$ cat src/aluOpPkg.sv
// ALU request package with opcode encoding, datapath widths and the request struct
package aluOpPkg;

    // datapath sizing
    localparam int dataWidth  = 32;
    localparam int groupWidth = 4;                      // bits per ripple carry group
    localparam int numGroups  = dataWidth / groupWidth;

    // codes 8 to 15 are illegal and give a zero result
    typedef enum logic [3:0]
    {
        opAdd  = 4'h0,
        opSub  = 4'h1,
        opSlt  = 4'h2,  // signed set-less-than
        opAnd  = 4'h3,
        opOr   = 4'h4,
        opXor  = 4'h5,
        opNor  = 4'h6,
        opNand = 4'h7
    } aluOpT;

    // one operation as it enters the ALU
    typedef struct packed
    {
        aluOpT                op;
        logic [dataWidth-1:0] a;
        logic [dataWidth-1:0] b;
    } aluReqT;

endpackage

$ cat src/aluResPkg.sv
// ALU response package with the flag, adder output and response structs
package aluResPkg;

    typedef struct packed
    {
        logic zero;
        logic negative;
        logic carry;     // add and sub only
        logic overflow;  // add and sub only
    } aluFlagsT;

    // what the add/sub unit hands to the result stage
    typedef struct packed
    {
        logic [aluOpPkg::dataWidth-1:0] sum;
        logic                           carry;
        logic                           overflow;
    } addOutT;

    // registered result with its flags
    typedef struct packed
    {
        logic [aluOpPkg::dataWidth-1:0] result;
        aluFlagsT                       flags;
    } aluRespT;

endpackage

$ cat src/addSubUnit.sv
// ripple-carry adder/subtractor built from 4-bit carry groups with signed overflow
`timescale 1ns/1ps

module addSubUnit
(
    input  logic [aluOpPkg::dataWidth-1:0] a,
    input  logic [aluOpPkg::dataWidth-1:0] b,
    input  aluOpPkg::aluOpT                op,
    output aluResPkg::addOutT              addOut
);
    import aluOpPkg::*;

    logic                 subtract;    // sub and slt both compute a - b
    logic [dataWidth-1:0] bEff;        // b or its inverse
    logic [dataWidth-1:0] sum;
    logic [numGroups:0]   groupCarry;  // carry between groups with [0] as the carry-in
    logic                 msbCarryIn;  // carry into bit 31

    // one bit of the ripple returning {carry, sum}
    function automatic logic [1:0] fullAdd
    (
        input logic x,
        input logic y,
        input logic cin
    );
        logic s;
        logic cout;

        s    = x ^ y ^ cin;
        cout = (x & y) | (x & cin) | (y & cin);
        return {cout, s};
    endfunction

    always_comb
    begin
        case (op)
            opSub,
            opSlt:   subtract = 1'b1;
            default: subtract = 1'b0;
        endcase
    end

    // two's complement subtract as a + ~b + 1
    assign bEff          = subtract ? ~b : b;
    assign groupCarry[0] = subtract;

    for (genvar g = 0; g < numGroups; g++)
    begin : gGroup
        logic [groupWidth:0] bitCarry;

        assign bitCarry[0] = groupCarry[g];

        for (genvar i = 0; i < groupWidth; i++)
        begin : gBit
            assign {bitCarry[i+1], sum[g*groupWidth+i]} =
                fullAdd(a[g*groupWidth+i], bEff[g*groupWidth+i], bitCarry[i]);
        end

        assign groupCarry[g+1] = bitCarry[groupWidth];

        // the top group also exposes the carry into its last bit
        if (g == numGroups - 1)
        begin : gTop
            assign msbCarryIn = bitCarry[groupWidth-1];
        end
    end

    assign addOut.sum      = sum;
    assign addOut.carry    = groupCarry[numGroups];
    assign addOut.overflow = groupCarry[numGroups] ^ msbCarryIn;  // sign carry mismatch

endmodule

$ cat src/alu32.sv
// 32-bit ALU top with add/sub and logic units feeding a registered result stage
`timescale 1ns/1ps

module alu32
(
    input  logic                clk,
    input  logic                rstN,
    input  logic                reqValid,
    input  aluOpPkg::aluReqT    req,
    output logic                respValid,
    output aluResPkg::aluRespT  resp
);
    import aluOpPkg::*;
    import aluResPkg::*;

    addOutT               addOut;
    logic [dataWidth-1:0] logicResult;

    // both units see the raw request every cycle
    addSubUnit i_addSubUnit
    (
        .a      (req.a),
        .b      (req.b),
        .op     (req.op),
        .addOut (addOut)
    );

    logicUnit i_logicUnit
    (
        .a           (req.a),
        .b           (req.b),
        .op          (req.op),
        .logicResult (logicResult)
    );

    resultSelect i_resultSelect
    (
        .clk         (clk),
        .rstN        (rstN),
        .reqValid    (reqValid),
        .op          (req.op),
        .addOut      (addOut),
        .logicResult (logicResult),
        .respValid   (respValid),
        .resp        (resp)
    );

endmodule

$ cat src/logicUnit.sv
// bitwise logic unit for AND, OR, XOR, NOR and NAND selected by opcode
`timescale 1ns/1ps

module logicUnit
(
    input  logic [aluOpPkg::dataWidth-1:0] a,
    input  logic [aluOpPkg::dataWidth-1:0] b,
    input  aluOpPkg::aluOpT                op,
    output logic [aluOpPkg::dataWidth-1:0] logicResult
);
    import aluOpPkg::*;

    logic [dataWidth-1:0] andWord;
    logic [dataWidth-1:0] orWord;
    logic [dataWidth-1:0] xorWord;

    assign andWord = a & b;
    assign orWord  = a | b;
    assign xorWord = a ^ b;

    // nor and nand reuse the or and and terms
    always_comb
    begin
        case (op)
            opAnd:   logicResult = andWord;
            opOr:    logicResult = orWord;
            opXor:   logicResult = xorWord;
            opNor:   logicResult = ~orWord;
            opNand:  logicResult = ~andWord;
            default: logicResult = '0;  // arithmetic and illegal codes
        endcase
    end

endmodule

$ cat src/resultSelect.sv
// result stage that merges both units, forms slt and the flags, and registers the response
`timescale 1ns/1ps

module resultSelect
(
    input  logic                           clk,
    input  logic                           rstN,
    input  logic                           reqValid,
    input  aluOpPkg::aluOpT                op,
    input  aluResPkg::addOutT              addOut,
    input  logic [aluOpPkg::dataWidth-1:0] logicResult,
    output logic                           respValid,
    output aluResPkg::aluRespT             resp
);
    import aluOpPkg::*;
    import aluResPkg::*;

    logic                 isArith;   // add or sub
    logic                 lessThan;
    logic [dataWidth-1:0] result;
    aluFlagsT             flags;
    aluRespT              nextResp;

    // signed compare from the subtractor sign corrected by overflow
    assign lessThan = addOut.sum[dataWidth-1] ^ addOut.overflow;

    always_comb
    begin
        isArith = 1'b0;
        case (op)
            opAdd,
            opSub:
            begin
                isArith = 1'b1;
                result  = addOut.sum;
            end
            opSlt:   result = {{(dataWidth-1){1'b0}}, lessThan};
            default: result = logicResult;  // already zero for illegal codes
        endcase
    end

    always_comb
    begin
        flags.zero     = (result == '0);
        flags.negative = result[dataWidth-1];
        flags.carry    = isArith & addOut.carry;
        flags.overflow = isArith & addOut.overflow;
    end

    assign nextResp.result = result;
    assign nextResp.flags  = flags;

    // resp holds between strobes
    always_ff @(posedge clk)
    begin
        if (!rstN)
        begin
            respValid <= 1'b0;
            resp      <= '0;
        end
        else
        begin
            respValid <= reqValid;
            if (reqValid)
                resp <= nextResp;
        end
    end

endmodule

$ cat config.mk
export PLATFORM = sky130hd
export DESIGN_NAME = alu32
export DESIGN_NICKNAME = d
export VERILOG_FILES = /design/src/aluOpPkg.sv /design/src/aluResPkg.sv /design/src/addSubUnit.sv /design/src/alu32.sv /design/src/logicUnit.sv /design/src/resultSelect.sv
export SDC_FILE = /design/constraint.sdc
export NUM_CORES = 1
export LEC_CHECK = 0
export BUFFER_PORTS_ARGS = -buffer_cell sky130_fd_sc_hd__buf_2
export CAP_MARGIN = 20
export CORE_MARGIN = 5
export CORE_UTILIZATION = 52
export CTS_CLUSTER_DIAMETER = 40
export CTS_CLUSTER_SIZE = 25
export DETAILED_ROUTE_END_ITERATION = 8
export GPL_ROUTABILITY_DRIVEN = 0
export GPL_TIMING_DRIVEN = 0
export MAX_ROUTING_LAYER = met4
export PLACE_DENSITY = 0.79
export REMOVE_ABC_BUFFERS = 1
export SYNTH_ARGS = -nofsm -noshare
export SYNTH_HDL_FRONTEND = slang
export SYNTH_SLANG_ARGS = --single-unit
$ cat constraint.sdc
create_clock -name clk -period 13.9 [get_ports clk]
set_clock_uncertainty 0.15 [all_clocks]
set_input_delay 0 -clock clk [delete_from_list [all_inputs] [get_ports clk]]
set_output_delay 0 -clock clk [all_outputs]
set_load 0.01 [all_outputs]
# Word-level counts from Yosys, hierarchy flattened
# Index checks and enable logic that the tools add are counted.
# W data, S select, Z words.
word_totals:
  ff_bits: 37
  inputBits: 71
  elab_cells: 256
op_classes:
  n_eq_ne: 7
  n_mux: 5
  bitwise: 234
  reduce_logical: 4
op_table:
  columns: ["op", "n"]
  rows:
  - ["$pmux W32 S5", 1]
  - ["$and A1 B1 Y1", 98]
  - ["$not A32 Y32", 3]
  - ["$xor A1 B1 Y1", 66]
  - ["$or A1 B1 Y1", 64]
  - ["$pmux W32 S2", 1]
  - ["$and A32 B32 Y32", 1]
  - ["$logic_not A32 Y1", 1]
  - ["$mux W32", 1]
  - ["$or A32 B32 Y32", 1]
  - ["$xor A32 B32 Y32", 1]
  - ["$eq A4 B3 Y1 const B", 4]
  - ["$eq A4 B2 Y1 const B", 2]
  - ["$eq A4 B1 Y1 const B", 1]
  - ["$logic_not A4 Y1", 1]
  - ["$reduce_or A2 Y1", 2]
  - ["$mux W1", 2]

# Longest topological paths before layout
depth:
  ltp_word: 104
  depth_mapped: 45

# Cells and area by module
# Synthesis repeated with hierarchy kept, for this count alone.
hier_totals:
  hier_cells: 643
  area_unflattened_um2: 5242.5
modules_own_cells:
  columns: ["mod", "instances", "cells_each", "area_each_um2", "seq_area_each_um2"]
  rows:
  - ["logicUnit", 1, 322, 2209.6, 0.0]
  - ["resultSelect", 1, 191, 1801.7, 720.7]
  - ["addSubUnit", 1, 130, 1231.2, 0.0]

# Least setup slack after synthesis
# Ideal clock, no wire load.
synth_timing:
  kind: "input-to-reg"
  start: "input req[66] in the netlist's numbering"
  end: "register, netlist name i_resultSelect.resp[3]"
  setup_ns: 0.122
  arrival_ns: 14.737
  setup_slack_ns: -1.109
  path_stages: 45
  path_cell_list: "buf_2 -> buf_2 -> clkbuf_1 -> nor2_1 -> o21ai_1 -> buf_2 -> xnor2_1 -> fa_1 -> fa_1 -> inv_1 -> fa_1 -> fa_1 -> fa_1 -> fa_1 -> fa_1 -> fa_1 -> fa_1 -> fa_1 -> [... 9 more ...] -> fa_1 -> fa_1 -> fa_1 -> fa_1 -> fa_1 -> fa_1 -> fa_1 -> fa_1 -> fa_1 -> fa_1 -> fa_1 -> fa_1 -> nor2b_1 -> o311a_1 -> nor3_1 -> nor4_1 -> o2111ai_1 -> o31ai_2"
synth_via:
  elab_chain_cells: 104
  word_cells_on_any_way: 241
  classes_between: "eq/ne: 7; mux: 4; bitwise: 226; reduce/logical: 4"
synth_lines:
  columns: ["item", "line_no", "text"]
  rows:
  - ["start, declared", "alu32.sv:9", "input aluOpPkg::aluReqT req,"]
  - ["$eq A4 B1 Y1 or $eq A4 B2 Y1 (tied branches)", "addSubUnit.sv:36, resultSelect.sv:30", null]
  - ["$reduce_or A2 Y1", "addSubUnit.sv:36", "case (op)"]
  - ["$mux W1", "addSubUnit.sv:36", null]
  - ["$mux W32", "addSubUnit.sv:44", "assign bEff = subtract ? ~b : b;"]
  - ["$and A1 B1 Y1", "addSubUnit.sv:30", "cout = (x & y) | (x & cin) | (y & cin);"]
  - ["$or A1 B1 Y1 (2 in series)", "addSubUnit.sv:30", null]
  - ["$and A1 B1 Y1", "addSubUnit.sv:30", null]
  - ["$or A1 B1 Y1 (2 in series)", "addSubUnit.sv:30", null]
  - ["[... 84 more ...]", null, null]
  - ["$and A1 B1 Y1", "addSubUnit.sv:30", null]
  - ["$or A1 B1 Y1 (2 in series)", "addSubUnit.sv:30", null]
  - ["$and A1 B1 Y1", "addSubUnit.sv:30", null]
  - ["$or A1 B1 Y1 (2 in series)", "addSubUnit.sv:30", null]
  - ["$xor A1 B1 Y1", "addSubUnit.sv:70", "assign addOut.overflow = groupCarry[numGroups] ^ msbCarryIn;"]
  - ["$xor A1 B1 Y1", "resultSelect.sv:25", "assign lessThan = addOut.sum[dataWidth-1] ^ addOut.overflow;"]
  - ["$pmux W32 S2 *", "resultSelect.sv:30", "case (op)"]
  - ["$logic_not A32 Y1 *", "resultSelect.sv:44", "flags.zero = (result == '0);"]
# Mark *: on every way between the ends. The rest lies on a longest branch, timed or not.
# A chain may end at the register's enable or synchronous reset.

# Final worst setup path
layout_timing:
  start: "input req[65] in the netlist's numbering"
  end: "register, netlist name i_resultSelect.resp[3]"
layout_via:
  elab_chain_cells: 104
  word_cells_on_any_way: 241
  classes_between: "eq/ne: 7; mux: 4; bitwise: 226; reduce/logical: 4"
layout_lines:
  columns: ["item", "line_no"]
  rows:
  - ["$eq A4 B1 Y1 or $eq A4 B2 Y1 (tied branches)", "addSubUnit.sv:36, resultSelect.sv:30"]
  - ["$reduce_or A2 Y1", "addSubUnit.sv:36"]
  - ["$mux W1", "addSubUnit.sv:36"]
  - ["$mux W32", "addSubUnit.sv:44"]
  - ["$and A1 B1 Y1", "addSubUnit.sv:30"]
  - ["$or A1 B1 Y1 (2 in series)", "addSubUnit.sv:30"]
  - ["$and A1 B1 Y1", "addSubUnit.sv:30"]
  - ["$or A1 B1 Y1 (2 in series)", "addSubUnit.sv:30"]
  - ["[... 84 more ...]", null]
  - ["$and A1 B1 Y1", "addSubUnit.sv:30"]
  - ["$or A1 B1 Y1 (2 in series)", "addSubUnit.sv:30"]
  - ["$and A1 B1 Y1", "addSubUnit.sv:30"]
  - ["$or A1 B1 Y1 (2 in series)", "addSubUnit.sv:30"]
  - ["$xor A1 B1 Y1", "addSubUnit.sv:70"]
  - ["$xor A1 B1 Y1", "resultSelect.sv:25"]
  - ["$pmux W32 S2 *", "resultSelect.sv:30"]
  - ["$logic_not A32 Y1 *", "resultSelect.sv:44"]
# Marks and branches as above.

==> impl_metrics.ini <==
[critical_path]
cp_common_cell = fa_2
r2r-start = i_resultSelect.resp[7]$_SDFFE_PN0P_
critical-path-max-stage-delay_ns = 0.43
path_class = input pin to flop
startpoint = req[65]
cp.required_ns = 13.95
start_kind = input pin
critPathCaptureType = flop
regToRegSetupSlack_ns = 13.03
crit_slowest_cell = fa_1
crit_fanout = 46
crit_arrival_ns = 13.56

[outcome]
status = complete, no violations

[global_route]
grt_pass1_vias = 5132
gr-total-overflow = 0
track_usage_pct = 25.5
grt_pass1_wl_mm = 25.3
grt_start_max_net_pins = 64
grt_antenna_before_repair = 1

[cts]
numCtsBuffers = 5
clk-insertion-delay-late_ns = 0.31
clock_sinks = 36
cts_root_buf = clkbuf_8
clkTransAtPathRegs_ns = 0.08
cts_buffer_depth = 2
cts.hold.buffers_added = 0
htree_levels = 2
cts_tree = built

[sta]
worst_pin_slew_ns = 1.05
max_slew_margin_pct = 29.9
setup_viol = 0
finalHoldViolations = 0
fmax_mhz = 74.0
finalMaxSlewViolations = 0
timing.final.crit_share_pct = 97.2
setup_ws_ns = 0.392
rsz0062_at_grt = no
fin_crit_ns = 13.51

[synth]
netlist_instances = 653
ys_seq_elements = 36
synth-xor-area-share_pct = 5.43
synth-main-ff-cell = dfxtp_1
syn_area_mm2 = 0.00532
netlist.top_cell.by_area = ha_1
ys_async_sr_fraction_pct = 0
synthSimpleGateAreaFrac_pct = 12.0
netlist_top_cells_area = ha_1 15%, dfxtp_1 14%, fa_1 12%
ys_types = 52
synth_warnings = 0
muxShareOfSynthArea_pct = 0.564
synth_top_family_by_area = compound AO/OA/AOI/OAI gates
syn_avg_cell_area_um2 = 8.15
synth_compound_area_share_pct = 30.7
synth_edf_count = 0
yosysSeqAreaShare_pct = 13.5
synthAdderAreaFrac_pct = 27.1
synth_top_area_share_pct = 15.1

[cells_and_area]
multi_input_area_mm2 = 0.00417
fin_util_pct = 60.9
syn2layout_area_growth_pct = 16.1
final_cell_mix = 103 x buf_2, 74 x inv_1, 64 x ha_1
layout.area.seq_um2 = 721
drive_above_1_share_pct = 25.8
layout_commonest_cell = buf_2
nFillCells = 927
fin_nets = 892

[power_and_ir_drop]
power_density_mw_per_mm2 = 66.8
vdd_drop_max_uv = 46.9
leakagePower_nw = 2.80

[flow_run]
maxCapViolCount = 0

[worst_hold_path]
hold_class = input pin to flop
hp-start = reqValid

[floorplan]
start_util_pct = 52.5
core-area_mm2 = 0.0101
die_y_um = 111
ioPinCount = 108
std_cell_rows = 37
die_w_um = 111
die-area_mm2 = 0.0124

[placement]
dp_slack_ns = -3.56
hpwl_mm = 10.9
port_buffers = 107

[route]
dr.first_iter.drc_count = 419
drt-wirelength-per-cell_um = 18.2
antenna_left = 0
via_per_inst = 6.00
vias = 5178
drcViolationCount = 0
routed_wl_mm = 15.7
drt-pass1-iter-count = 6
## cells by family (layout without fill, tap and decap cells)
logic type,Yosys count,count (layout)
AOI/OAI and AO/OA,228,229
xor gates and xnor gates,33,33
adders and majority gates,96,96
buffers and inverters,129,201
DFF,36,36
muxes,3,3
other,0,1
and+or+nand+nor,128,128
## worst max-delay path, delay by kind of cell
kind | cells | cell delay, ns
adder cells (fa/ha/maj) | 31 | 11.65
AO/OA/AOI/OAI | 5 | 0.93
AND/OR/NAND/NOR | 5 | 0.56
buffers and inverters | 3 | 0.37
## layout make-up
cell class	instances	share of cell area, %
well taps	136	2.76
repair buffers	118	12.1
inverters	75	4.56
flip-flops and latches	36	11.7
clock buffers	8	1.46
multi-input cells	489	67.5
diodes	1	0.0405
## sequential cells by signal, summed over array words and instances (netlist names)
name / count
i_resultSelect.respValid: 1
i_resultSelect.resp: 35
## cells in the mapped netlist (4+ instances only)
library cell and count:
inv_1 74, ha_1 64, o21ai_0 48, a22oi_1 39, nor2_1 39, o22a_1 38
a21oi_1 37, dfxtp_1 36, fa_1 32, xnor2_1 32, nor2b_1 29, clkbuf_1 27
nand2_1 24, buf_2 13, nor3_1 13, o221a_2 12, o21ai_1 11, a32oi_1 9
nand2b_1 8, buf_4 6, buf_6 6, a22oi_2 5, nand3_1 5, a211oi_1 4
## routing by layer
layer / global-route usage (%) / vias to the layer above / routed length (um)
li1: - / 2458 / -
met1: 31.1 / 2426 / 6310
met2: 42.4 / 250 / 7560
met3: 4.91 / 44 / 1380
met4: 9.00 / 0 / 430
met5: - / - / 0
## repair_timing
action | 4_1_cts | 5_1_grt
setup buffers | 7 | 0
resized for setup | 44 | 7
setup endpoints to repair | 11 | 3
gates cloned | 1 | 0
pin swaps | 6 | 3
## metrics by stage
stage / setup TNS, ns / std cells / power (mW) / hold slack, ns / instance area, um2
after floorplan: -14.47 / 599 / 0.242 / -0.0606 / 5030
after CTS: 0 / 861 / 0.407 / 0.0675 / 6120
final: 0 / 863 / 0.413 / 0.0490 / 6180
after detailed placement: -24.26 / 845 / 0.312 / 0.252 / 5830
after global routing: 0 / 863 / 0.441 / 0.0727 / 6180
after global placement: -59.53 / 842 / 0.302 / 0.250 / 5740
## where the power goes
| part | total, mW | leakage, nW | switching (mW) | internal [mW] |
|---|---|---|---|---|
| clock | 0.0874 | 0.0455 | 0.0468 | 0.0406 |
| sequential | 0.113 | 0.297 | 0.00348 | 0.110 |
| combinational | 0.212 | 2.45 | 0.115 | 0.0968 |
## path summary, 6_finish.rpt
check             cells past startpoint                              endpoint
setup / recovery                     44   i_resultSelect.resp[3]$_SDFFE_PN0P_
setup reg to reg                      2   i_resultSelect.resp[7]$_SDFFE_PN0P_
hold / removal                        2  i_resultSelect.resp[11]$_SDFFE_PN0P_
hold reg to reg                       1  i_resultSelect.resp[23]$_SDFFE_PN0P_
Note: power is estimated with default switching activity, not from simulation.
